$ cat src/design/dram_bridge_pkg.sv
package dram_bridge_pkg;

  // datapath widths
  localparam int data_width_lp = 32;
  localparam int cache_addr_width_lp = 14;
  localparam int ch_word_addr_width_lp = 12;

  // channel address field widths
  localparam int ro_width_lp = 4;
  localparam int bg_width_lp = 2;
  localparam int ba_width_lp = 2;
  localparam int co_width_lp = 4;
  localparam int byte_offset_width_lp = 2;

  // cache byte address, from low bits to high
  //   [1:0]   byte offset, dropped since every access is a full word
  //   [5:2]   column
  //   [7:6]   bank
  //   [9:8]   bank group
  //   [13:10] row
  localparam int co_lsb_lp = byte_offset_width_lp;
  localparam int ba_lsb_lp = co_lsb_lp + co_width_lp;
  localparam int bg_lsb_lp = ba_lsb_lp + ba_width_lp;
  localparam int ro_lsb_lp = bg_lsb_lp + bg_width_lp;

  typedef enum logic {
    e_dram_read  = 1'b0,
    e_dram_write = 1'b1
  } dram_cmd_e;

  // channel order, row on top
  typedef struct packed {
    logic [ro_width_lp-1:0] ro;
    logic [bg_width_lp-1:0] bg;
    logic [ba_width_lp-1:0] ba;
    logic [co_width_lp-1:0] co;
  } dram_ch_addr_s;

endpackage
$ cat src/design/dram_req_if.sv
`timescale 1ns/1ps

interface dram_req_if;

  import dram_bridge_pkg::*;

  logic v;
  dram_cmd_e cmd;
  dram_ch_addr_s ch_addr;
  logic [data_width_lp-1:0] wdata;
  logic yumi;

  // producer side
  modport src (
    output v
    ,output cmd
    ,output ch_addr
    ,output wdata
    ,input yumi
  );

  // consumer side
  modport dst (
    input v
    ,input cmd
    ,input ch_addr
    ,input wdata
    ,output yumi
  );

endinterface

$ cat src/design/dram_req_fifo.sv
`timescale 1ns/1ps

module dram_req_fifo #(
  parameter int fifo_els_p = 4
) (
  input logic core_clk
  ,input logic arst_n_i

  ,dram_req_if.dst enq_i
  ,dram_req_if.src deq_o
);

  import dram_bridge_pkg::*;

  localparam int ptr_width_lp = $clog2(fifo_els_p);
  localparam int count_width_lp = $clog2(fifo_els_p + 1);

  typedef struct packed {
    dram_cmd_e cmd;
    dram_ch_addr_s ch_addr;
    logic [data_width_lp-1:0] wdata;
  } fifo_entry_s;

  fifo_entry_s mem_r [fifo_els_p];

  logic [ptr_width_lp-1:0] wr_ptr_r;
  logic [ptr_width_lp-1:0] rd_ptr_r;
  logic [count_width_lp-1:0] count_r;

  logic full;
  logic empty;
  logic enq;
  logic deq;

  // wrap at depth, which need not be a power of two
  function automatic logic [ptr_width_lp-1:0] ptr_next(
    input logic [ptr_width_lp-1:0] ptr
  );
    if (ptr == ptr_width_lp'(fifo_els_p - 1)) begin
      return '0;
    end
    return ptr + 1'b1;
  endfunction

  assign full = (count_r == count_width_lp'(fifo_els_p));
  assign empty = (count_r == '0);

  assign enq_i.yumi = enq_i.v & ~full;
  assign enq = enq_i.yumi;
  assign deq = deq_o.yumi;

  always_ff @(posedge core_clk or negedge arst_n_i) begin
    if (!arst_n_i) begin
      wr_ptr_r <= '0;
      rd_ptr_r <= '0;
      count_r <= '0;
    end else begin
      if (enq) begin
        wr_ptr_r <= ptr_next(wr_ptr_r);
      end
      if (deq) begin
        rd_ptr_r <= ptr_next(rd_ptr_r);
      end
      if (enq & ~deq) begin
        count_r <= count_r + 1'b1;
      end else if (deq & ~enq) begin
        count_r <= count_r - 1'b1;
      end
    end
  end

  always_ff @(posedge core_clk) begin
    if (enq) begin
      mem_r[wr_ptr_r] <= '{cmd: enq_i.cmd, ch_addr: enq_i.ch_addr, wdata: enq_i.wdata};
    end
  end

  // head entry read straight from storage
  assign deq_o.v = ~empty;
  assign deq_o.cmd = mem_r[rd_ptr_r].cmd;
  assign deq_o.ch_addr = mem_r[rd_ptr_r].ch_addr;
  assign deq_o.wdata = mem_r[rd_ptr_r].wdata;

endmodule

$ cat src/flat_wrapper.sv
// flat-port wrapper written by rule: the top's interface ports become plain ports
module dram_req_fifo_flat import dram_bridge_pkg::*;
#(
  parameter int fifo_els_p = 4
)
  (core_clk, arst_n_i, enq_i_v, enq_i_cmd, enq_i_ch_addr, enq_i_wdata, enq_i_yumi, deq_o_v, deq_o_cmd, deq_o_ch_addr, deq_o_wdata, deq_o_yumi);
  dram_req_if enq_i_i ();
  dram_req_if deq_o_i ();
  input logic core_clk;
  input logic arst_n_i;
  input wire logic [$bits(enq_i_i.v)-1:0] enq_i_v;
  input wire logic [$bits(enq_i_i.cmd)-1:0] enq_i_cmd;
  input wire logic [$bits(enq_i_i.ch_addr)-1:0] enq_i_ch_addr;
  input wire logic [$bits(enq_i_i.wdata)-1:0] enq_i_wdata;
  output wire logic [$bits(enq_i_i.yumi)-1:0] enq_i_yumi;
  output wire logic [$bits(deq_o_i.v)-1:0] deq_o_v;
  output wire logic [$bits(deq_o_i.cmd)-1:0] deq_o_cmd;
  output wire logic [$bits(deq_o_i.ch_addr)-1:0] deq_o_ch_addr;
  output wire logic [$bits(deq_o_i.wdata)-1:0] deq_o_wdata;
  input wire logic [$bits(deq_o_i.yumi)-1:0] deq_o_yumi;
  assign enq_i_i.v = enq_i_v;
  assign enq_i_i.cmd = enq_i_cmd;
  assign enq_i_i.ch_addr = enq_i_ch_addr;
  assign enq_i_i.wdata = enq_i_wdata;
  assign enq_i_yumi = enq_i_i.yumi;
  assign deq_o_v = deq_o_i.v;
  assign deq_o_cmd = deq_o_i.cmd;
  assign deq_o_ch_addr = deq_o_i.ch_addr;
  assign deq_o_wdata = deq_o_i.wdata;
  assign deq_o_i.yumi = deq_o_yumi;
  dram_req_fifo #(.fifo_els_p(fifo_els_p)) u_core (.core_clk(core_clk), .arst_n_i(arst_n_i), .enq_i(enq_i_i), .deq_o(deq_o_i));
endmodule
$ cat config.mk
export PLATFORM = sky130hd
export DESIGN_NAME = dram_req_fifo_flat
export DESIGN_NICKNAME = d
export VERILOG_FILES = /design/src/design/dram_bridge_pkg.sv /design/src/design/dram_req_if.sv /design/src/design/dram_req_fifo.sv /design/src/flat_wrapper.sv
export SDC_FILE = /design/constraint.sdc
export NUM_CORES = 1
export LEC_CHECK = 0
export ABC_CLOCK_PERIOD_IN_PS = 4300
export BUFFER_PORTS_ARGS = -buffer_cell sky130_fd_sc_hd__buf_2
export CAP_MARGIN = 20
export CORE_AREA = 2 2 94 141
export DETAILED_ROUTE_END_ITERATION = 7
export DIE_AREA = 0 0 96 143
export PLACE_DENSITY = 0.88
export SETUP_SLACK_MARGIN = 0.05
export SLEW_MARGIN = 20
export SYNTH_ARGS = -nofsm -noshare
export SYNTH_HDL_FRONTEND = slang
export SYNTH_SLANG_ARGS = --single-unit
$ cat constraint.sdc
create_clock -name core_clk -period 4.3 [get_ports core_clk]
set_input_delay 0.43 -clock core_clk [delete_from_list [all_inputs] [get_ports core_clk]]
set_output_delay 0.43 -clock core_clk [all_outputs]
set_load 0.005 [all_outputs]
### Word-level counts from Yosys, hierarchy flattened

Memory sizes are Yosys's and may differ from the RTL's.
Index checks and enable logic that the tools add are counted.
W data, S select, Z words.

* word-level logic and storage cells: 32
* output and inout port bits: 47
* input bits: 49
* memories kept: 1
* bits in registers: 7
* bits in writable memories: 180

* add/sub/neg operators: 4
* reduce and logical (&&, ||, !) cells: 2
* bitwise logic cells: 7
* mux-type cells: 12
* equality and inequality tests: 3

Memory list
* u_core.mem_r: depth 4, bits a word 45, rd ports 1, clocked after memory_dff 0, wr ports 1, line dram_req_fifo.sv:24 `fifo_entry_s mem_r [fifo_els_p];`

Operator list (number)
* $mux W2: 4
* $mux W1: 6
* $mux W3: 2
* $add A2 B1 Y2 const B: 2
* $eq A2 B2 Y1 const B: 2
* $not A1 Y1: 4
* $add A3 B1 Y3 const B: 1
* $and A1 B1 Y1: 3
* $eq A3 B3 Y1 const B: 1
* $logic_not A3 Y1: 1
* $sub A3 B1 Y3 const B: 1
* $reduce_bool A2 Y1: 1

### Longest topological paths before layout

* word-level depth: 7
* mapped depth: 8
* mapped depth without buffers: 8

### Least setup slack after synthesis

No wires, ideal clock.

* path kind: register -> register
* from: reg u_core.wr_ptr_r[0]
* to: mem u_core.mem_r[3][0] (netlist bit) (enable)
* cell stages (with the launch flop): 4
* setup time: 0.462 ns
* required time: 3.838 ns
* period minus slack after synthesis: 3.268 ns
* buffers on the path: 0
* path slack: 1.032 ns
* data arrival time: 2.806 ns
* cell sequence: dfrtp_1 > ha_1 > nand2_1 > a21oi_1

RTL lines
* start: declaration: line dram_req_fifo.sv:26 `logic [ptr_width_lp-1:0] wr_ptr_r;`
* start signal: assignment: line dram_req_fifo.sv:59 `wr_ptr_r <= ptr_next(wr_ptr_r);`
* end: declaration: line dram_req_fifo.sv:24

No word-level cell before the write port.

### Worst setup path in the final report

* from: reg u_core.rd_ptr_r[0]
* to: out deq_o_ch_addr[3]

* cells in the longest elaborated chain, start to end: 1

RTL lines
* start: declaration: line dram_req_fifo.sv:27 `logic [ptr_width_lp-1:0] rd_ptr_r;`
* start signal: assignment: line dram_req_fifo.sv:62 `rd_ptr_r <= ptr_next(rd_ptr_r);`
* $mem_v2 Z4 W45
* end: declaration: line flat_wrapper.sv:18 `output wire logic [$bits(deq_o_i.ch_addr)-1:0] deq_o_ch_addr;`

No other way between the ends.

==> reports/results.txt <==
Least-Margin Pin Slew -> 923 ps
Nets -> 434
Global placer's final weighted congestion -> 0.749
WHS -> 231 ps
Max transition margin -> 0.385
Seq/Total Area, Yosys -> 0.804
Syn_nets -> 328
Buffers and inverters on the worst path -> 1
Clk_skew -> 6.72 ps
Via Count -> 3082
DRC -> 0
CTS tree -> yes
Setup crit start kind -> flop
Internal Power -> 3940 uW
Reg clk slew, reported paths -> 60 ps
Met2 routed WL -> 7010 um
Initial DRC count -> 231
Floorplan row count -> 50
Top delay family on crit path -> flip-flops
Non-Filler Instances -> 546
Async set or reset register ratio after synthesis -> 0.0374
Worst path max stage delay -> 1040 ps
Inserted Clock Buffers -> 17
Critical Path Start -> u_core.rd_ptr_r[0]
Antenna Violating Nets Remaining -> 0
CP max-delay cell -> dfrtp_4
Port Buffers -> 95
Number of synthesized flops with an enable pin -> 180
Cts repair resizes -> 0
Required time of the worst setup path -> 3870 ps
WHS Endpoint -> u_core.mem_r[3][17]
CP cell instances -> mux4_2 > buf_2
Hold path start -> enq_i_wdata[17]
Syn Inst Count -> 272
Synthesized area -> 6940 um^2
Maximum vdd drop -> 711 uV
Fin crit share -> 0.625
Max Fclk -> 0.372 GHz
P per Cell Area -> 667 nW/um^2
GRT overflow -> 0
Sequential share of power -> 0.503
DR vias/cell -> 5.64
Final hold viol count -> 0
Met3 routed wirelength -> 601 um
Ys flop type -> edfxtp_1
Clock root buffer -> clkbuf_16
Worst flop-to-flop path startpoint -> u_core.count_r[0]
Final WL -> 12400 um
Max Slew Vio Count -> 0
Final Util -> 0.652
Logic pwr share -> 0.225
Sw power -> 1470 uW
Pre-antenna DRT Iters -> 5
Max Cap Viol -> 0
# placed instances -> 514
Clk sink count -> 187
CP Class -> reg2out
Largest net degree at the start of global routing -> 49
Hold WC Path Type -> in2reg
Avg WL per Cell -> 22.6 um
Detailed Place HPWL -> 7430 um
H-Tree Depth -> 4
Layout cells sized above 1 -> 0.459
M1 WL -> 4640 um
Total Routing Usage GR -> 0.195
Most used cells in the layout excluding fill and tap cells -> edfxtp_1 (180), buf_2 (95), mux4_2 (45)
Crit Path Max Fanout -> 48
Clock power share -> 0.272
Core ar. -> 12400 um^2
Commonest non-fill, non-tap cell in the layout -> edfxtp_1
Number of synthesized register bits -> 187
Crit path arrival time -> 2260 ps
Setup TNS -> 0 ps
Reg2reg path depth -> 8
Register-to-Register Setup Slack -> 1970 ps
Post-CTS Repair Setup Buffers -> 0
Unique cell type count in the Yosys netlist -> 22
Switch share -> 0.271
RSZ-0062 raised after global routing -> no
Syn Area/Cell -> 25.5 um^2
Die area -> 13700 um^2
Number of global-route vias before repair -> 3347
Die width -> 96 um
Critical path depth -> 2
Synth warn -> 0
Worst-skew pair later-pin latency -> 420 ps
CTS max path bufs -> 2
Power Total -> 5410 uW
Final setup vio count -> 0
Worst hold path depth -> 1
Io pins -> 96
Area growth from synthesis to layout -> 16.9%
Diodes inserted -> 0
Outcome -> finished, final reports clean
Max Used Layer -> met4
CP endpoint kind -> primary output
First-pass GRT wire length -> 18900 um
Initial core utilization -> 0.557
Fin crit period -> 2690 ps
Reg2reg end -> u_core.count_r[2]
Initial antenna violation count -> 0
Die Height -> 143 um
Leak -> 0.00278 uW
[how the worst max path moves through the flow]
stage	slack, ps	end
floorplan	1030	u_core.mem_r[3][0]
global placement	1950	u_core.mem_r[0][16]
detailed placement	1990	deq_o_wdata[11]
CTS	1530	deq_o_wdata[6]
global route	1460	deq_o_wdata[6]
finish	1610	deq_o_ch_addr[3]
[routing by layer]
metal  GRT usage  vias to the layer above
li1            -                     1359
met1       0.251                     1620
met2       0.321                       99
met3      0.0559                        4
met4      0.0662                        0
met5           0                        -
[state kept, by name, summed over array words and instances (netlist names)]
name,flops
u_core.rd_ptr_r,2
u_core.count_r,3
u_core.wr_ptr_r,2
u_core.mem_r,180
[final cells by class]
cell class	count	area (um^2)
sequential	187	5590
fill	772	4340
multi-input combinational	71	1260
timing repair buffer	97	493
clock buffer	18	429
tap	156	195
clock inverter	13	129
inverter	4	15.0
[worst register-to-register path, cell delays in order (launching register included)]
cell and delay (ps):
dfrtp_1 430, nor2_1 120, a21boi_1 510, ha_1 300, inv_1 70, fa_1 380, xor2_1 170, nor2_1 120
xor2_1 150
[power groups by stage]
stage	clock (uW)	sequential, uW	combinational [uW]
after CTS	1480	2730	1250
after global placement	0	2740	1190
final	1470	2720	1220
after floorplan	0	2530	962
after global routing	1560	2780	1310
after detailed placement	0	2760	1240
[cells in the mapped netlist, types with 2 or more instances]
cell type / number / share of area
edfxtp_1: 180 / 0.78
mux4_2: 45 / 0.15
dfrtp_1: 7 / 0.025
ha_1: 6 / 0.011
buf_2: 5 / 0.0036
inv_1: 4 / 0.0022
mux2_2: 4 / 0.0065
and2_1: 3 / 0.0027
nor2_1: 3 / 0.0016
buf_12: 2 / 0.0058
xor2_1: 2 / 0.0025
[logic make-up (layout without fill, tap and decap cells)]
logic type	count (synthesis)	count (layout)	share of synthesized area
simple gates	9	9	0.00649
buf+inv	14	132	0.0164
fa+ha+maj	7	7	0.0137
flops	187	187	0.804
xor+xnor	3	3	0.00379
mux	49	49	0.153
compound gates	3	3	0.00289
[metrics by stage]
| step | worst slack [ps] | instance area (um^2) |
|---|---|---|
| after global routing | 1460 | 8110 |
| final | 1610 | 8110 |
| after CTS | 1530 | 8110 |
| after detailed placement | 1990 | 7540 |
| after global placement | 1950 | 7540 |
| after floorplan | 1030 | 6940 |
[what timing repair did]
item,in CTS,in global routing
setup endpoints to repair,0,0
endpoints found under the hold margin,7,0
hold buffers,1,0
No activity file was read; power rests on OpenSTA's default activity.
