File: config.mk
export PLATFORM = sky130hd
export DESIGN_NAME = dma_req_mapper_flat
export DESIGN_NICKNAME = d
export VERILOG_FILES = /design/src/design/dram_bridge_pkg.sv /design/src/design/dram_req_if.sv /design/src/design/dma_req_mapper.sv /design/src/flat_wrapper.sv
export SDC_FILE = /design/constraint.sdc
export NUM_CORES = 1
export LEC_CHECK = 0
export BUFFER_PORTS_ARGS = -buffer_cell sky130_fd_sc_hd__buf_2
export CAP_MARGIN = 20
export CELL_PAD_IN_SITES_DETAIL_PLACEMENT = 1
export CELL_PAD_IN_SITES_GLOBAL_PLACEMENT = 1
export CORE_UTILIZATION = 35
export CTS_CLUSTER_DIAMETER = 80
export DETAILED_ROUTE_END_ITERATION = 10
export PLACE_DENSITY = 0.89
export SYNTH_ARGS = -nofsm -noshare
export SYNTH_HDL_FRONTEND = slang
export SYNTH_SLANG_ARGS = --single-unit
export TNS_END_PERCENT = 20
File: constraint.sdc
create_clock -name core_clk -period 6.2 [get_ports core_clk]
set_input_delay 0.62 -clock core_clk [delete_from_list [all_inputs] [get_ports core_clk]]
set_output_delay 0.62 -clock core_clk [all_outputs]
set_load 0.005 [all_outputs]
File: src/design/dram_bridge_pkg.sv
package dram_bridge_pkg;

  // datapath widths
  localparam int data_width_lp = 32;
  localparam int cache_addr_width_lp = 14;
  localparam int ch_word_addr_width_lp = 12;

  // channel address field widths
  localparam int ro_width_lp = 4;
  localparam int bg_width_lp = 2;
  localparam int ba_width_lp = 2;
  localparam int co_width_lp = 4;
  localparam int byte_offset_width_lp = 2;

  // cache byte address, from low bits to high
  //   [1:0]   byte offset, dropped since every access is a full word
  //   [5:2]   column
  //   [7:6]   bank
  //   [9:8]   bank group
  //   [13:10] row
  localparam int co_lsb_lp = byte_offset_width_lp;
  localparam int ba_lsb_lp = co_lsb_lp + co_width_lp;
  localparam int bg_lsb_lp = ba_lsb_lp + ba_width_lp;
  localparam int ro_lsb_lp = bg_lsb_lp + bg_width_lp;

  typedef enum logic {
    e_dram_read  = 1'b0,
    e_dram_write = 1'b1
  } dram_cmd_e;

  // channel order, row on top
  typedef struct packed {
    logic [ro_width_lp-1:0] ro;
    logic [bg_width_lp-1:0] bg;
    logic [ba_width_lp-1:0] ba;
    logic [co_width_lp-1:0] co;
  } dram_ch_addr_s;

endpackage
File: src/design/dram_req_if.sv
`timescale 1ns/1ps

interface dram_req_if;

  import dram_bridge_pkg::*;

  logic v;
  dram_cmd_e cmd;
  dram_ch_addr_s ch_addr;
  logic [data_width_lp-1:0] wdata;
  logic yumi;

  // producer side
  modport src (
    output v
    ,output cmd
    ,output ch_addr
    ,output wdata
    ,input yumi
  );

  // consumer side
  modport dst (
    input v
    ,input cmd
    ,input ch_addr
    ,input wdata
    ,output yumi
  );

endinterface

File: src/design/dma_req_mapper.sv
`timescale 1ns/1ps

module dma_req_mapper (
  input logic core_clk
  ,input logic arst_n_i

  ,input logic dma_pkt_v_i
  ,input logic dma_pkt_write_i
  ,input logic [dram_bridge_pkg::cache_addr_width_lp-1:0] dma_pkt_addr_i
  ,output logic dma_pkt_yumi_o

  ,input logic dma_wdata_v_i
  ,input logic [dram_bridge_pkg::data_width_lp-1:0] dma_wdata_i
  ,output logic dma_wdata_yumi_o

  ,dram_req_if.src req_o
);

  import dram_bridge_pkg::*;

  logic slot_free;
  logic wdata_ok;
  logic accept;

  dram_ch_addr_s ch_addr_n;

  logic out_v_r;
  dram_cmd_e cmd_r;
  dram_ch_addr_s ch_addr_r;
  logic [data_width_lp-1:0] wdata_r;

  // output register is free or drains this cycle
  assign slot_free = ~out_v_r | req_o.yumi;

  // a read needs no data word
  assign wdata_ok = ~dma_pkt_write_i | dma_wdata_v_i;

  assign accept = dma_pkt_v_i & slot_free & wdata_ok;

  assign dma_pkt_yumi_o = accept;
  assign dma_wdata_yumi_o = accept & dma_pkt_write_i;

  // reorder cache address fields into channel order
  always_comb begin
    ch_addr_n.ro = dma_pkt_addr_i[ro_lsb_lp +: ro_width_lp];
    ch_addr_n.bg = dma_pkt_addr_i[bg_lsb_lp +: bg_width_lp];
    ch_addr_n.ba = dma_pkt_addr_i[ba_lsb_lp +: ba_width_lp];
    ch_addr_n.co = dma_pkt_addr_i[co_lsb_lp +: co_width_lp];
  end

  always_ff @(posedge core_clk or negedge arst_n_i) begin
    if (!arst_n_i) begin
      out_v_r <= 1'b0;
    end else if (accept) begin
      out_v_r <= 1'b1;
    end else if (req_o.yumi) begin
      out_v_r <= 1'b0;
    end
  end

  always_ff @(posedge core_clk) begin
    if (accept) begin
      cmd_r <= dma_pkt_write_i ? e_dram_write : e_dram_read;
      ch_addr_r <= ch_addr_n;
      wdata_r <= dma_pkt_write_i ? dma_wdata_i : '0;
    end
  end

  assign req_o.v = out_v_r;
  assign req_o.cmd = cmd_r;
  assign req_o.ch_addr = ch_addr_r;
  assign req_o.wdata = wdata_r;

endmodule

File: src/flat_wrapper.sv
// flat-port wrapper written by rule: the top's interface ports become plain ports
module dma_req_mapper_flat import dram_bridge_pkg::*;
  (core_clk, arst_n_i, dma_pkt_v_i, dma_pkt_write_i, dma_pkt_addr_i, dma_pkt_yumi_o, dma_wdata_v_i, dma_wdata_i, dma_wdata_yumi_o, req_o_v, req_o_cmd, req_o_ch_addr, req_o_wdata, req_o_yumi);
  dram_req_if req_o_i ();
  input logic core_clk;
  input logic arst_n_i;
  input logic dma_pkt_v_i;
  input logic dma_pkt_write_i;
  input logic [dram_bridge_pkg::cache_addr_width_lp-1:0] dma_pkt_addr_i;
  output logic dma_pkt_yumi_o;
  input logic dma_wdata_v_i;
  input logic [dram_bridge_pkg::data_width_lp-1:0] dma_wdata_i;
  output logic dma_wdata_yumi_o;
  output wire logic [$bits(req_o_i.v)-1:0] req_o_v;
  output wire logic [$bits(req_o_i.cmd)-1:0] req_o_cmd;
  output wire logic [$bits(req_o_i.ch_addr)-1:0] req_o_ch_addr;
  output wire logic [$bits(req_o_i.wdata)-1:0] req_o_wdata;
  input wire logic [$bits(req_o_i.yumi)-1:0] req_o_yumi;
  assign req_o_v = req_o_i.v;
  assign req_o_cmd = req_o_i.cmd;
  assign req_o_ch_addr = req_o_i.ch_addr;
  assign req_o_wdata = req_o_i.wdata;
  assign req_o_i.yumi = req_o_yumi;
  dma_req_mapper u_core (.core_clk(core_clk), .arst_n_i(arst_n_i), .dma_pkt_v_i(dma_pkt_v_i), .dma_pkt_write_i(dma_pkt_write_i), .dma_pkt_addr_i(dma_pkt_addr_i), .dma_pkt_yumi_o(dma_pkt_yumi_o), .dma_wdata_v_i(dma_wdata_v_i), .dma_wdata_i(dma_wdata_i), .dma_wdata_yumi_o(dma_wdata_yumi_o), .req_o(req_o_i));
endmodule
# == Word-level counts from Yosys, hierarchy flattened ==
# Cells that the tools add are included.
# op_classes
n_mux,3
bitwise,7
n_reduce_logical,1
# op_table
op,count
bitwise AND 1 bit,3
two-way mux 1 bit,3
inverter 1 bit,2
OR 1 bit,2
nonzero test 2 bit,1
# word_totals
reg_bits,46
input_bits,52
output_inout_bits,48
elab_cells,18

# == Depth between registers and ports, before layout ==
# Gate-level depths: netlist of the first run.
# logic_depth
depth_word,5
ltp_mapped,3
ltp_nobuf,2

# == Least setup slack after synthesis of the first run ==
# No wires, ideal clock.
# synth_timing
path_type,input-to-output
startpoint,input dma_pkt_write_i
endpoint,output dma_pkt_yumi_o
arrival_time_ns,3.920
required_time_ns,5.580
setup_slack_ns,1.660
cell_stages,2
path_buffers,0
cell_sequence,nor2b_1 > nor3_1
# synth_via
elab_chain_cells,3
# synth_rtl
item,line,text
"start, declared",flat_wrapper.sv:8,input logic dma_pkt_write_i;
inverter 1 bit,dma_req_mapper.sv:36,assign wdata_ok = ~dma_pkt_write_i | dma_wdata_v_i;
OR 1 bit,dma_req_mapper.sv:36,
bitwise AND 1 bit,dma_req_mapper.sv:38,assign accept = dma_pkt_v_i & slot_free & wdata_ok;
"end, declared",flat_wrapper.sv:10,output logic dma_pkt_yumi_o;
# Every way passes these cells.

# == Worst setup path after layout of the first run ==
# Same ends and word-level chain as after synthesis.

==> summary.md, run 1 <==
| Metric | Value |
|---|---|
| Max Slew Vio Count | 0 |
| PD cells | 280 nW/um2 |
| Worst Setup End Kind | primary output |
| Total grt overflow | 0 |
| Crit-path max FO | 46 |
| Yosys reg bits | 46 |
| # setup viols final | 0 |
| Mean post-synth cell area | 18.6 um2 |
| Worst skew pair latency | 0.29 ns |
| Commonest cells post-synth | edfxtp_1, and2_1, clkbuf_2 |
| Final Cycle Share | 41.4% |
| Hold WC Path Type | in2async |
| P&R area growth vs syn | 40.4% |
| CP Launch Type | primary input |
| # DRC | 0 |
| Max IR drop VDD | 161 uV |
| Final hold violation count | 0 |
| Port Buffer Count | 97 |
| H-tree depth | 2 |
| Minimum clock period | 2.56 ns |
| Leak | 0.994 nW |
| Drt pass-1 iters | 4 |
| Post-Syn Nets | 140 |
| Sum Neg Setup Slack | 0 ns |
| DRT iter0 DRCs | 76 |
| Post-Place Worst Slack | 3.59 ns |
| Fraction of layout instances using a drive strength above 1 | 57.1% |
| Die ar. | 4950 um2 |
| Setup bufs post-CTS | 0 |
| Register area share after synthesis | 84.1% |
| Root Driver | clkbuf_8 |
| Inserted Clock Buffers | 5 |
| First-pass GRT wire length | 5.80 mm |
| Nets | 242 |
| Vias in the first global route | 1118 |
| DR vias/cell | 4.44 |
| Initial Util | 37.1% |
| Initial antenna violation count | 0 |
| RePlAce Congestion | 0.700 |
| Count of different cell masters after synthesis | 10 |
| FMAX | 390 MHz |
| Die H | 70.4 um |
| Diode count | 0 |
| GRT Util Overall | 15.9% |
| Post-route setup slack | 3.64 ns |
| Fillers | 479 |
| Cts repair resizes | 0 |
| Worst r2r dst | u_core.req_o.ch_addr[7]$_DFFE_PP_ |
| Reg2Reg Depth | 3 |
| HPWL after DPL | 2.77 mm |
| Post-synth EDFFs | 45 |
| Synth Flop Type | edfxtp_1 |
| Core area | 4410 um2 |
| Outcome | finished clean |
| Async S/R FF share, synth | 2.17% |
| DR WL/cell | 15.3 um |
| Cell accounting for the most synthesized area | edfxtp_1 |
| Total number of vias | 1080 |
| Final antenna-violating net count | 0 |
| Synth warnings | 0 |
| CTS Sinks | 46 |
| Clock Path Buffers | 2 |
| Worst Path Required | 5.58 ns |
| Worst Tran Pin Value | 0.580 ns |
| Critical Path AT | 1.94 ns |
| Netlist Area Pre-Place | 1640 um2 |
| Setup slack, reg-to-reg | 4.62 ns |
| Area share of the largest cell type after synthesis | 82.6% |
| CTS tree | built |
| Mapped Cells | 88 |
| Hold-fix buffer count after cts | 0 |
| Worst setup path startpoint | dma_pkt_write_i |
| Most frequent cell after synthesis | edfxtp_1 |
| Rows | 24 |
| Critical Path End | dma_pkt_yumi_o |
| WL final | 3.71 mm |
| Horizontal die dimension | 70.4 um |
| RR Startpoint | u_core.req_o.v$_DFFE_PN0P_ |
| Total I/O pin count | 100 |
| Max_slew headroom | 61.3% |
| Clock transition at path regs | 0.08 ns |
| Largest net degree at the start of global routing | 47 |
| Unrepaired setup endpoints after global routing | false |
| Critical path class | in2out |
| Clk_skew | 0.00169 ns |
| Ranking of synthesized cells by area | edfxtp_1, and2_1, dfrtp_1 |
| Max Cap Violations | 0 |
worst max-delay path, cell delays in order:
cell,delay (ns)
buf_2,0.26
nor2b_1,0.22
nor3_2,0.10
buf_4,0.50
buf_2,0.22
through the flow:
| step | hold slack, ns | utilization (%) | power, mW | std cells | instance area (um2) |
|---|---|---|---|---|---|
| after floorplan | 0.324 | - | 0.395 | 88 | 1640 |
| final | 0.0839 | 52.1 | 0.644 | 243 | 2300 |
| after detailed placement | 0.396 | 49.5 | 0.432 | 235 | 2180 |
| after CTS | 0.0755 | 52.1 | 0.651 | 243 | 2300 |
| after global routing | 0.0731 | 52.1 | 0.666 | 243 | 2300 |
| after global placement | 0.395 | 49.5 | 0.428 | 235 | 2180 |
sequential cells by signal, indices dropped and copies added (netlist names):
signal	flops
u_core.req_o.ch_addr	12
u_core.req_o.cmd	1
u_core.req_o.v	1
u_core.req_o.wdata	32
how the worst min path moves through the flow:
stage / start / endpoint / slack, ns / depth (start not counted)
finish: arst_n_i / u_core.req_o.v$_DFFE_PN0P_ / 0.08 / 1
global route: arst_n_i / u_core.req_o.v$_DFFE_PN0P_ / 0.07 / 1
CTS: arst_n_i / u_core.req_o.v$_DFFE_PN0P_ / 0.08 / 1
detailed placement: arst_n_i / u_core.req_o.v$_DFFE_PN0P_ / 0.40 / 1
global placement: arst_n_i / u_core.req_o.v$_DFFE_PN0P_ / 0.40 / 1
floorplan: arst_n_i / u_core.req_o.v$_DFFE_PN0P_ / 0.32 / 0
where the power goes:
group	switching [mW]	internal [mW]	leakage (nW)
Sequential	0.00430	0.363	0.445
Combinational	0.0277	0.0285	0.499
Clock	0.101	0.120	0.0504
logic make-up after synthesis:
| family | after synthesis | share of synthesized area, % |
|---|---|---|
| DFF | 46 | 84.1 |
| buffers and inverters | 4 | 1.15 |
| and+or+nand+nor | 37 | 14.3 |
| AOI/OAI and AO/OA | 1 | 0.459 |
cell type report:
| cell class | count | area (um2) | share of cell area, % |
|---|---|---|---|
| tap | 52 | 65.1 | 2.83 |
| timing repair buffer | 98 | 493 | 21.4 |
| sequential | 46 | 1380 | 59.9 |
| multi-input combinational | 38 | 246 | 10.7 |
| clock inverter | 3 | 45.0 | 1.96 |
| clock buffer | 5 | 68.8 | 2.99 |
| inverter | 1 | 3.75 | 0.163 |
placed cells by master (no fill, tap or decap), types with 2 or more instances in the layout:
cell type	count
buf_2	97
edfxtp_1	45
and2_1	32
clkbuf_8	5
nor2b_1	2
clkinvlp_4	2
layer usage:
layer | vias up | global-route usage (%) | part of all wire [%]
met2 | 67 | 26.3 | 49
met3 | 5 | 5.19 | 8.5
met1 | 497 | 19.1 | 41
met4 | 0 | 6.00 | 1.6
li1 | 511 | - | -
met5 | - | 0 | 0
(Power assumes the default switching activity.)
==> run 2, diff against run 1 <==
ABC_AREA = 1   (was default)
CORE_UTILIZATION = 32   (was 35)
PLACE_DENSITY = 0.83   (was 0.89)
clock period = 2.44 ns   (was 6.2 ns; I/O delays follow)
==> summary.md, run 2 <==
| Metric | Value |
|---|---|
| Outcome | finished clean |
| Critical Path AT | 1.43 ns (-0.51 ns) |
| CTS tree | built |
| Worst r2r dst | u_core.req_o.ch_addr[1]$_DFFE_PP_ |
| Sequential Power Share | 57.1% (about the same) |
| Synth Flop Type | edfxtp_1 |
| Netlist Area Pre-Place | 1740 um2 (+6.6%) |
| Slowest cell delay on critical path | 0.38 ns (-0.12 ns) |
| Total number of vias | 1230 (+14%) |
| Post-Syn Nets | 176 (+26%) |
| P&R area growth vs syn | 37.7% |
| Max reg flops | 32 (unchanged) |
| Mapped Cells | 124 (+41%) |
| Area share of the largest cell type after synthesis | 77.5% (-5.1 points) |
| Core area | 5170 um2 (+17%) |
| # setup viols final | 0 (unchanged) |
| Crit path cell chain | nand2_1 -> nand2_1 -> nor2_4 -> buf_4 -> buf_2 |
| Register area share after synthesis | 78.9% (-5.2 points) |
| # DRC | 0 (unchanged) |
| Final hold violation count | 0 (unchanged) |
| Worst Path Required | 2.20 ns (-3.38 ns) |
| Commonest cells after routing, fill and taps aside | buf_2, edfxtp_1, nand2_1 |
| Max Slew Vio Count | 0 (unchanged) |
| Switching Share | 20.2% (-0.34 points) |
| Worst Hold Margin | 0.126 ns (+0.0421 ns) |
| Top Usage Layer GRT | met2 |
| Fraction of layout instances using a drive strength above 1 | 55.9% (-1.2 points) |
| Final antenna-violating net count | 0 (unchanged) |
| Net Sw Power | 0.331 mW (+150%) |
| Unrepaired setup endpoints after global routing | false |
| Reg2Reg Depth | 4 (+1) |
| Clk_skew | 0.00578 ns (+0.00409 ns) |
| Ranking of synthesized cells by area | edfxtp_1, nand2_1, inv_1 |
| Post-route setup slack | 0.762 ns (-2.87 ns) |
| DR WL/cell | 12.3 um (-20%) |
| Worst path slowest cell | dfrtp_1 |
| Post-synth EDFFs | 45 (unchanged) |
| Logic pwr share | 9.8% (+1.1 points) |
| GRT Util Overall | 12.9% (-2.9 points) |
| HPWL after DPL | 2.76 mm (-0.53%) |
| PD cells | 680 nW/um2 (+140%) |
| Drt pass-1 iters | 4 (unchanged) |
| DR vias/cell | 4.11 (-7.4%) |
| WL final | 3.67 mm (-1.2%) |
| Max_slew headroom | 73.4% (+12 points) |
| Port Buffer Count | 97 (unchanged) |
| Cell accounting for the most synthesized area | edfxtp_1 |
| Sum Neg Setup Slack | 0 ns (unchanged) |
| Horizontal die dimension | 75.8 um (+7.7%) |
| Die H | 75.8 um (+7.7%) |
| Worst skew pair latency | 0.29 ns (about the same) |
| Minimum clock period | 1.68 ns |
| Die ar. | 5750 um2 (+16%) |
| First-pass GRT wire length | 5.26 mm (-9.3%) |
| RR Startpoint | u_core.req_o.v$_DFFE_PN0P_ |
| Async S/R FF share, synth | 2.17% (unchanged) |
| Inserted Clock Buffers | 5 (unchanged) |
| Power Internal | 1.30 mW (+150%) |
| DRT iter0 DRCs | 43 (-43%) |
| Post-route cell area | 2400 um2 (+4.5%) |
| Initial antenna violation count | 0 (unchanged) |
| Setup slack, reg-to-reg | 1.15 ns (-3.47 ns) |
| Placed cell areas | 2290 um2 (+4.6%) |
| RePlAce Congestion | 0.659 (-5.8%) |
| Initial Util | 33.7% (-3.4 points) |
| Critical path class | reg2out |
| Crit-path max FO | 24 (-48%) |
| Worst setup path startpoint | u_core.req_o.v$_DFFE_PN0P_ |
| Count of different cell masters after synthesis | 12 (+2) |
| CP Launch Type | flop |
| Root Driver | clkbuf_8 |
| Worst Tran Pin Value | 0.398 ns (-0.182 ns) |
| Leak | 1.25 nW (+25%) |
| Most frequent cell after synthesis | edfxtp_1 |
| Synth warnings | 0 (unchanged) |
| Clock transition at path regs | 0.08 ns (about the same) |
| WP depth | 5 (unchanged) |
| Rows | 26 (+8.3%) |
| Worst Setup End Kind | primary output |
| Total grt overflow | 0 (unchanged) |
| Clock power share | 33.1% (-1.1 points) |
| Max Cap Violations | 0 (unchanged) |
| Yosys reg bits | 46 (unchanged) |
| Clock Path Buffers | 2 (unchanged) |
| FMAX | 596 MHz |
| Buffers plus inverters on the worst setup path | 2 (-1) |
| Mean post-synth cell area | 14.1 um2 (-24%) |
| Total I/O pin count | 100 (unchanged) |
| H-tree depth | 2 (unchanged) |
| Cell family with most CP delay | buffers and inverters |
| CTS Sinks | 46 (unchanged) |
| Final Util | 46.4% (-5.6 points) |
| Vias in the first global route | 1199 (+7.2%) |
| Diode count | 0 (unchanged) |
| Final Cycle Share | 68.8% |
| Setup bufs post-CTS | 0 (unchanged) |
| Met2 GRT Util | 26.3% (-0.096 points) |
| Most common cell after layout, fill and taps aside | buf_2 |
| CP most frequent cell | nand2_1 |
| Hold WC Path Type | in2reg |
| Critical Path End | dma_pkt_yumi_o |
| Met3 global-route usage | 3.97% (-1.2 points) |
| Met1 Use GR | 11.7% (-7.5 points) |
| Largest net degree at the start of global routing | 35 (-26%) |
| Commonest cells post-synth | edfxtp_1, nand2_1, inv_1 |
| Nets | 280 (+16%) |
| Max IR drop VDD | 283 uV (+75%) |
| Post-Place Worst Slack | 1.06 ns (-2.53 ns) |
-- run 2: cell types whose count changed in the layout (fill, tap and decap cells not counted), moves of 2 or more --
cell / change
nand2_2: +10
clkinvlp_4: -2
inv_2: +11
inv_1: +23
nand2_1: +25
buf_4: +2
nor2b_1: -2
clkbuf_1: +2
and2_1: -32
-- run 2: area by class of cell --
class / instances / area [um2]
clock buffer: 7 / 76.3
clock inverter: 1 / 30.0
sequential: 46 / 1380
multi-input combinational: 39 / 183
fill: 583 / 2770
tap: 70 / 87.6
timing repair buffer: 101 / 518
inverter: 35 / 131
-- run 2: per-layer routing --
layer	share of wire [%]	vias up
li1	-	591
met1	34	582
met2	59	55
met3	5.9	2
met4	0.93	0
met5	0	-
-- run 2: metrics by stage --
step	power [mW]	std cells
global route	1.71	299
CTS	1.66	299
global placement	1.10	290
finish	1.63	299
detailed placement	1.11	290
floorplan	1.02	124
-- run 2: repair_timing --
action	CTS	global route
gates resized for setup	0	0
hold buffers	1	0
hold endpoints to repair	1	0
-- run 2: worst min path at each step --
stage,from,endpoint,slack (ns),depth (start not counted)
after floorplan,arst_n_i,u_core.req_o.v$_DFFE_PN0P_,-0.05,0
final,dma_pkt_addr_i[8],u_core.req_o.ch_addr[6]$_DFFE_PP_,0.13,1
after detailed placement,arst_n_i,u_core.req_o.v$_DFFE_PN0P_,0.02,1
after global placement,arst_n_i,u_core.req_o.v$_DFFE_PN0P_,0.02,1
after CTS,dma_pkt_addr_i[8],u_core.req_o.ch_addr[6]$_DFFE_PP_,0.11,1
after global routing,dma_pkt_addr_i[8],u_core.req_o.ch_addr[6]$_DFFE_PP_,0.11,1
-- run 2: power groups by stage --
| stage | clock network (mW) | registers (mW) | logic [mW] |
|---|---|---|---|
| after detailed placement | 0 | 0.951 | 0.162 |
| final | 0.540 | 0.932 | 0.160 |
| after global placement | 0 | 0.948 | 0.154 |
| after CTS | 0.561 | 0.934 | 0.164 |
| after global routing | 0.589 | 0.938 | 0.183 |
| after floorplan | 0 | 0.959 | 0.0601 |
-- run 2: cells by family after synthesis --
logic type             Yosys count  share of synthesized area, %
AO/OA/AOI/OAI                    1                         0.287
buffers and inverters           39                          11.0
flip-flops                      46                          78.9
AND/OR/NAND/NOR                 38                          9.76
==> run 3, diff against run 2 <==
ABC_AREA = 0   (was 1)
CORE_UTILIZATION = 29   (was 32)
PLACE_DENSITY = 0.8   (was 0.83)
clock period = 1.5 ns   (was 2.44 ns; I/O delays follow)
==> summary.md, run 3 (synthesis gave the netlist of run 1 again) <==
| Metric | Value |
|---|---|
| Outcome | finished clean |
| Final hold violation count | 0 (unchanged) |
| Total grt overflow | 0 (unchanged) |
| Hold WC Path Type | in2reg |
| Logic pwr share | 10.2% (+0.4 points) |
| # DRC | 0 (unchanged) |
| Cts repair resizes | 0 (unchanged) |
| Nets | 249 (-11%) |
| Most common cell after layout, fill and taps aside | buf_2 |
| CP Launch Type | flop |
| Fillers | 578 (-0.86%) |
| Sum Neg Setup Slack | 0 ns (unchanged) |
| GRT Util Overall | 13.8% (+0.86 points) |
| Clock power share | 34.0% (+0.9 points) |
| Inserted Clock Buffers | 5 (unchanged) |
| Commonest cells after routing, fill and taps aside | buf_2, edfxtp_1, and2_1 |
| Sequential Power Share | 55.7% (-1.4 points) |
| Max Cap Violations | 0 (unchanged) |
| Worst skew pair latency | 0.30 ns (about the same) |
| Minimum clock period | 1.45 ns |
| Power Internal | 2.15 mW (+65%) |
| Clk_skew | 0.00616 ns (+0.000378 ns) |
| Root Driver | clkbuf_8 |
| H-tree depth | 2 (unchanged) |
| Port Buffer Count | 97 (unchanged) |
| Critical path class | reg2reg |
| Largest net degree at the start of global routing | 35 (unchanged) |
| Rows | 26 (unchanged) |
| Crit-path max FO | 15 (-38%) |
| Die ar. | 5950 um2 (+3.4%) |
| Net Sw Power | 0.570 mW (+72%) |
| # setup viols final | 0 (unchanged) |
| Worst Tran Pin Value | 0.276 ns (-0.122 ns) |
| HPWL after DPL | 2.90 mm (+5.1%) |
| Die H | 77.1 um (+1.7%) |
| Leak | 1.06 nW (-15%) |
| Final Cycle Share | 96.9% |
| Worst Setup End Kind | flop |
| FF+latch area | 1380 um2 (unchanged) |
| Initial Util | 31.1% (-2.7 points) |
| Final antenna-violating net count | 0 (unchanged) |
| Fraction of layout instances using a drive strength above 1 | 58.6% (+2.7 points) |
| Max_slew headroom | 81.6% (+8.1 points) |
| WL final | 3.95 mm (+7.8%) |
| Clock Path Buffers | 2 (unchanged) |
| Clock transition at path regs | 0.09 ns (about the same) |
| RePlAce Congestion | 0.649 (-1.6%) |
| CTS Sinks | 46 (unchanged) |
| Final Util | 46.0% (-0.41 points) |
| DR WL/cell | 14.8 um (+20%) |
| Diode count | 0 (unchanged) |
| PD cells | 1120 nW/um2 (+65%) |
| Drt pass-1 iters | 4 (unchanged) |
| Core area | 5270 um2 (+1.9%) |
| Max IR drop VDD | 393 uV (+39%) |
| P&R area growth vs syn | 48.2% |
| Area of the multi-input gates | 260 um2 (+42%) |
| Initial antenna violation count | 0 (unchanged) |
| Horizontal die dimension | 77.1 um (+1.7%) |
| Switching Share | 20.9% (+0.69 points) |
| Tot Pwr | 2.72 mW (+67%) |
| First-pass GRT wire length | 6.04 mm (+15%) |
| Worst Path Required | 1.52 ns (-0.68 ns) |
| Max reg flops | 32 (unchanged) |
| Total number of vias | 1104 (-10%) |
| Unrepaired setup endpoints after global routing | false |
| Max Slew Vio Count | 0 (unchanged) |
| Vias in the first global route | 1130 (-5.8%) |
| DRT iter0 DRCs | 77 (+79%) |
| CTS tree | built |
| Total I/O pin count | 100 (unchanged) |
| Critical Path AT | 1.47 ns (+0.04 ns) |
| DR vias/cell | 4.12 (+0.14%) |
| FMAX | 688 MHz |
[run 3: cell types whose count changed in the layout (fill, tap and decap cells not counted), sizes merged, moves of 2 or more]
cell and delta:
and2 +32, buf +3, clkbuf -2, inv -33
nand2 -35, nor2b +2
[run 3: layer usage]
layer | GRT usage, % | wire (um) | vias up | part of all wire, %
li1 | - | - | 525 | -
met1 | 15.9 | 1590 | 501 | 40
met3 | 5.95 | 408 | 8 | 10
met5 | 0 | 0 | - | 0
met2 | 22.0 | 1880 | 70 | 47
met4 | 6.23 | 85 | 0 | 2.2
[run 3: worst paths after layout]
path                       depth (start not counted)                        from                                    to  slack, ns
setup / recovery                                   4  u_core.req_o.v$_DFFE_PN0P_  u_core.req_o.wdata[14]$_SDFFCE_PN0P_       0.05
hold / removal                                     1           dma_pkt_addr_i[8]     u_core.req_o.ch_addr[6]$_DFFE_PP_       0.02
setup reg to reg                                   4  u_core.req_o.v$_DFFE_PN0P_  u_core.req_o.wdata[14]$_SDFFCE_PN0P_       0.05
hold reg to reg                                    2  u_core.req_o.v$_DFFE_PN0P_            u_core.req_o.v$_DFFE_PN0P_       0.71
max in group asynchronous                          2                    arst_n_i            u_core.req_o.v$_DFFE_PN0P_       1.27
min in group asynchronous                          2                    arst_n_i            u_core.req_o.v$_DFFE_PN0P_       0.14
[run 3: power groups by stage]
stage / clock (mW) / combinational, mW / sequential [mW]
final: 0.926 / 0.279 / 1.52
after global routing: 0.988 / 0.309 / 1.52
after CTS: 0.948 / 0.286 / 1.52
after detailed placement: 0 / 0.256 / 1.55
after global placement: 0 / 0.247 / 1.54
after floorplan: 0 / 0.0758 / 1.56
[run 3: timing repair]
action,4_1_cts,5_1_grt
hold buffers,1,0
hold endpoints to repair,1,0
setup buffers,3,0
setup endpoints to repair,1,0
[run 3: area by class of cell]
cell class	count	area share [%]
sequential	46	56.7
timing repair buffer	105	24.1
multi-input combinational	38	10.7
tap	70	3.61
clock buffer	5	2.84
clock inverter	3	1.81
inverter	1	0.155
[run 3: through the flow]
step	hold slack (ns)	setup WS, ns	cells	cell area, um2
6_report	0.0206	0.0464	268	2430
5_1_grt	0.00993	0.00784	268	2430
4_1_cts	0.0148	0.0395	268	2430
3_5_place_dp	-0.0708	0.154	255	2250
3_3_place_gp	-0.0702	0.186	255	2250
2_1_floorplan	-0.146	-0.603	88	1660
[run 3: critical path: stages, from the launching register on]
cell and delay [ns]:
dfrtp_1 0.38, nor2b_4 0.14, nor3_4 0.21, buf_4 0.16, bufbuf_16 0.28
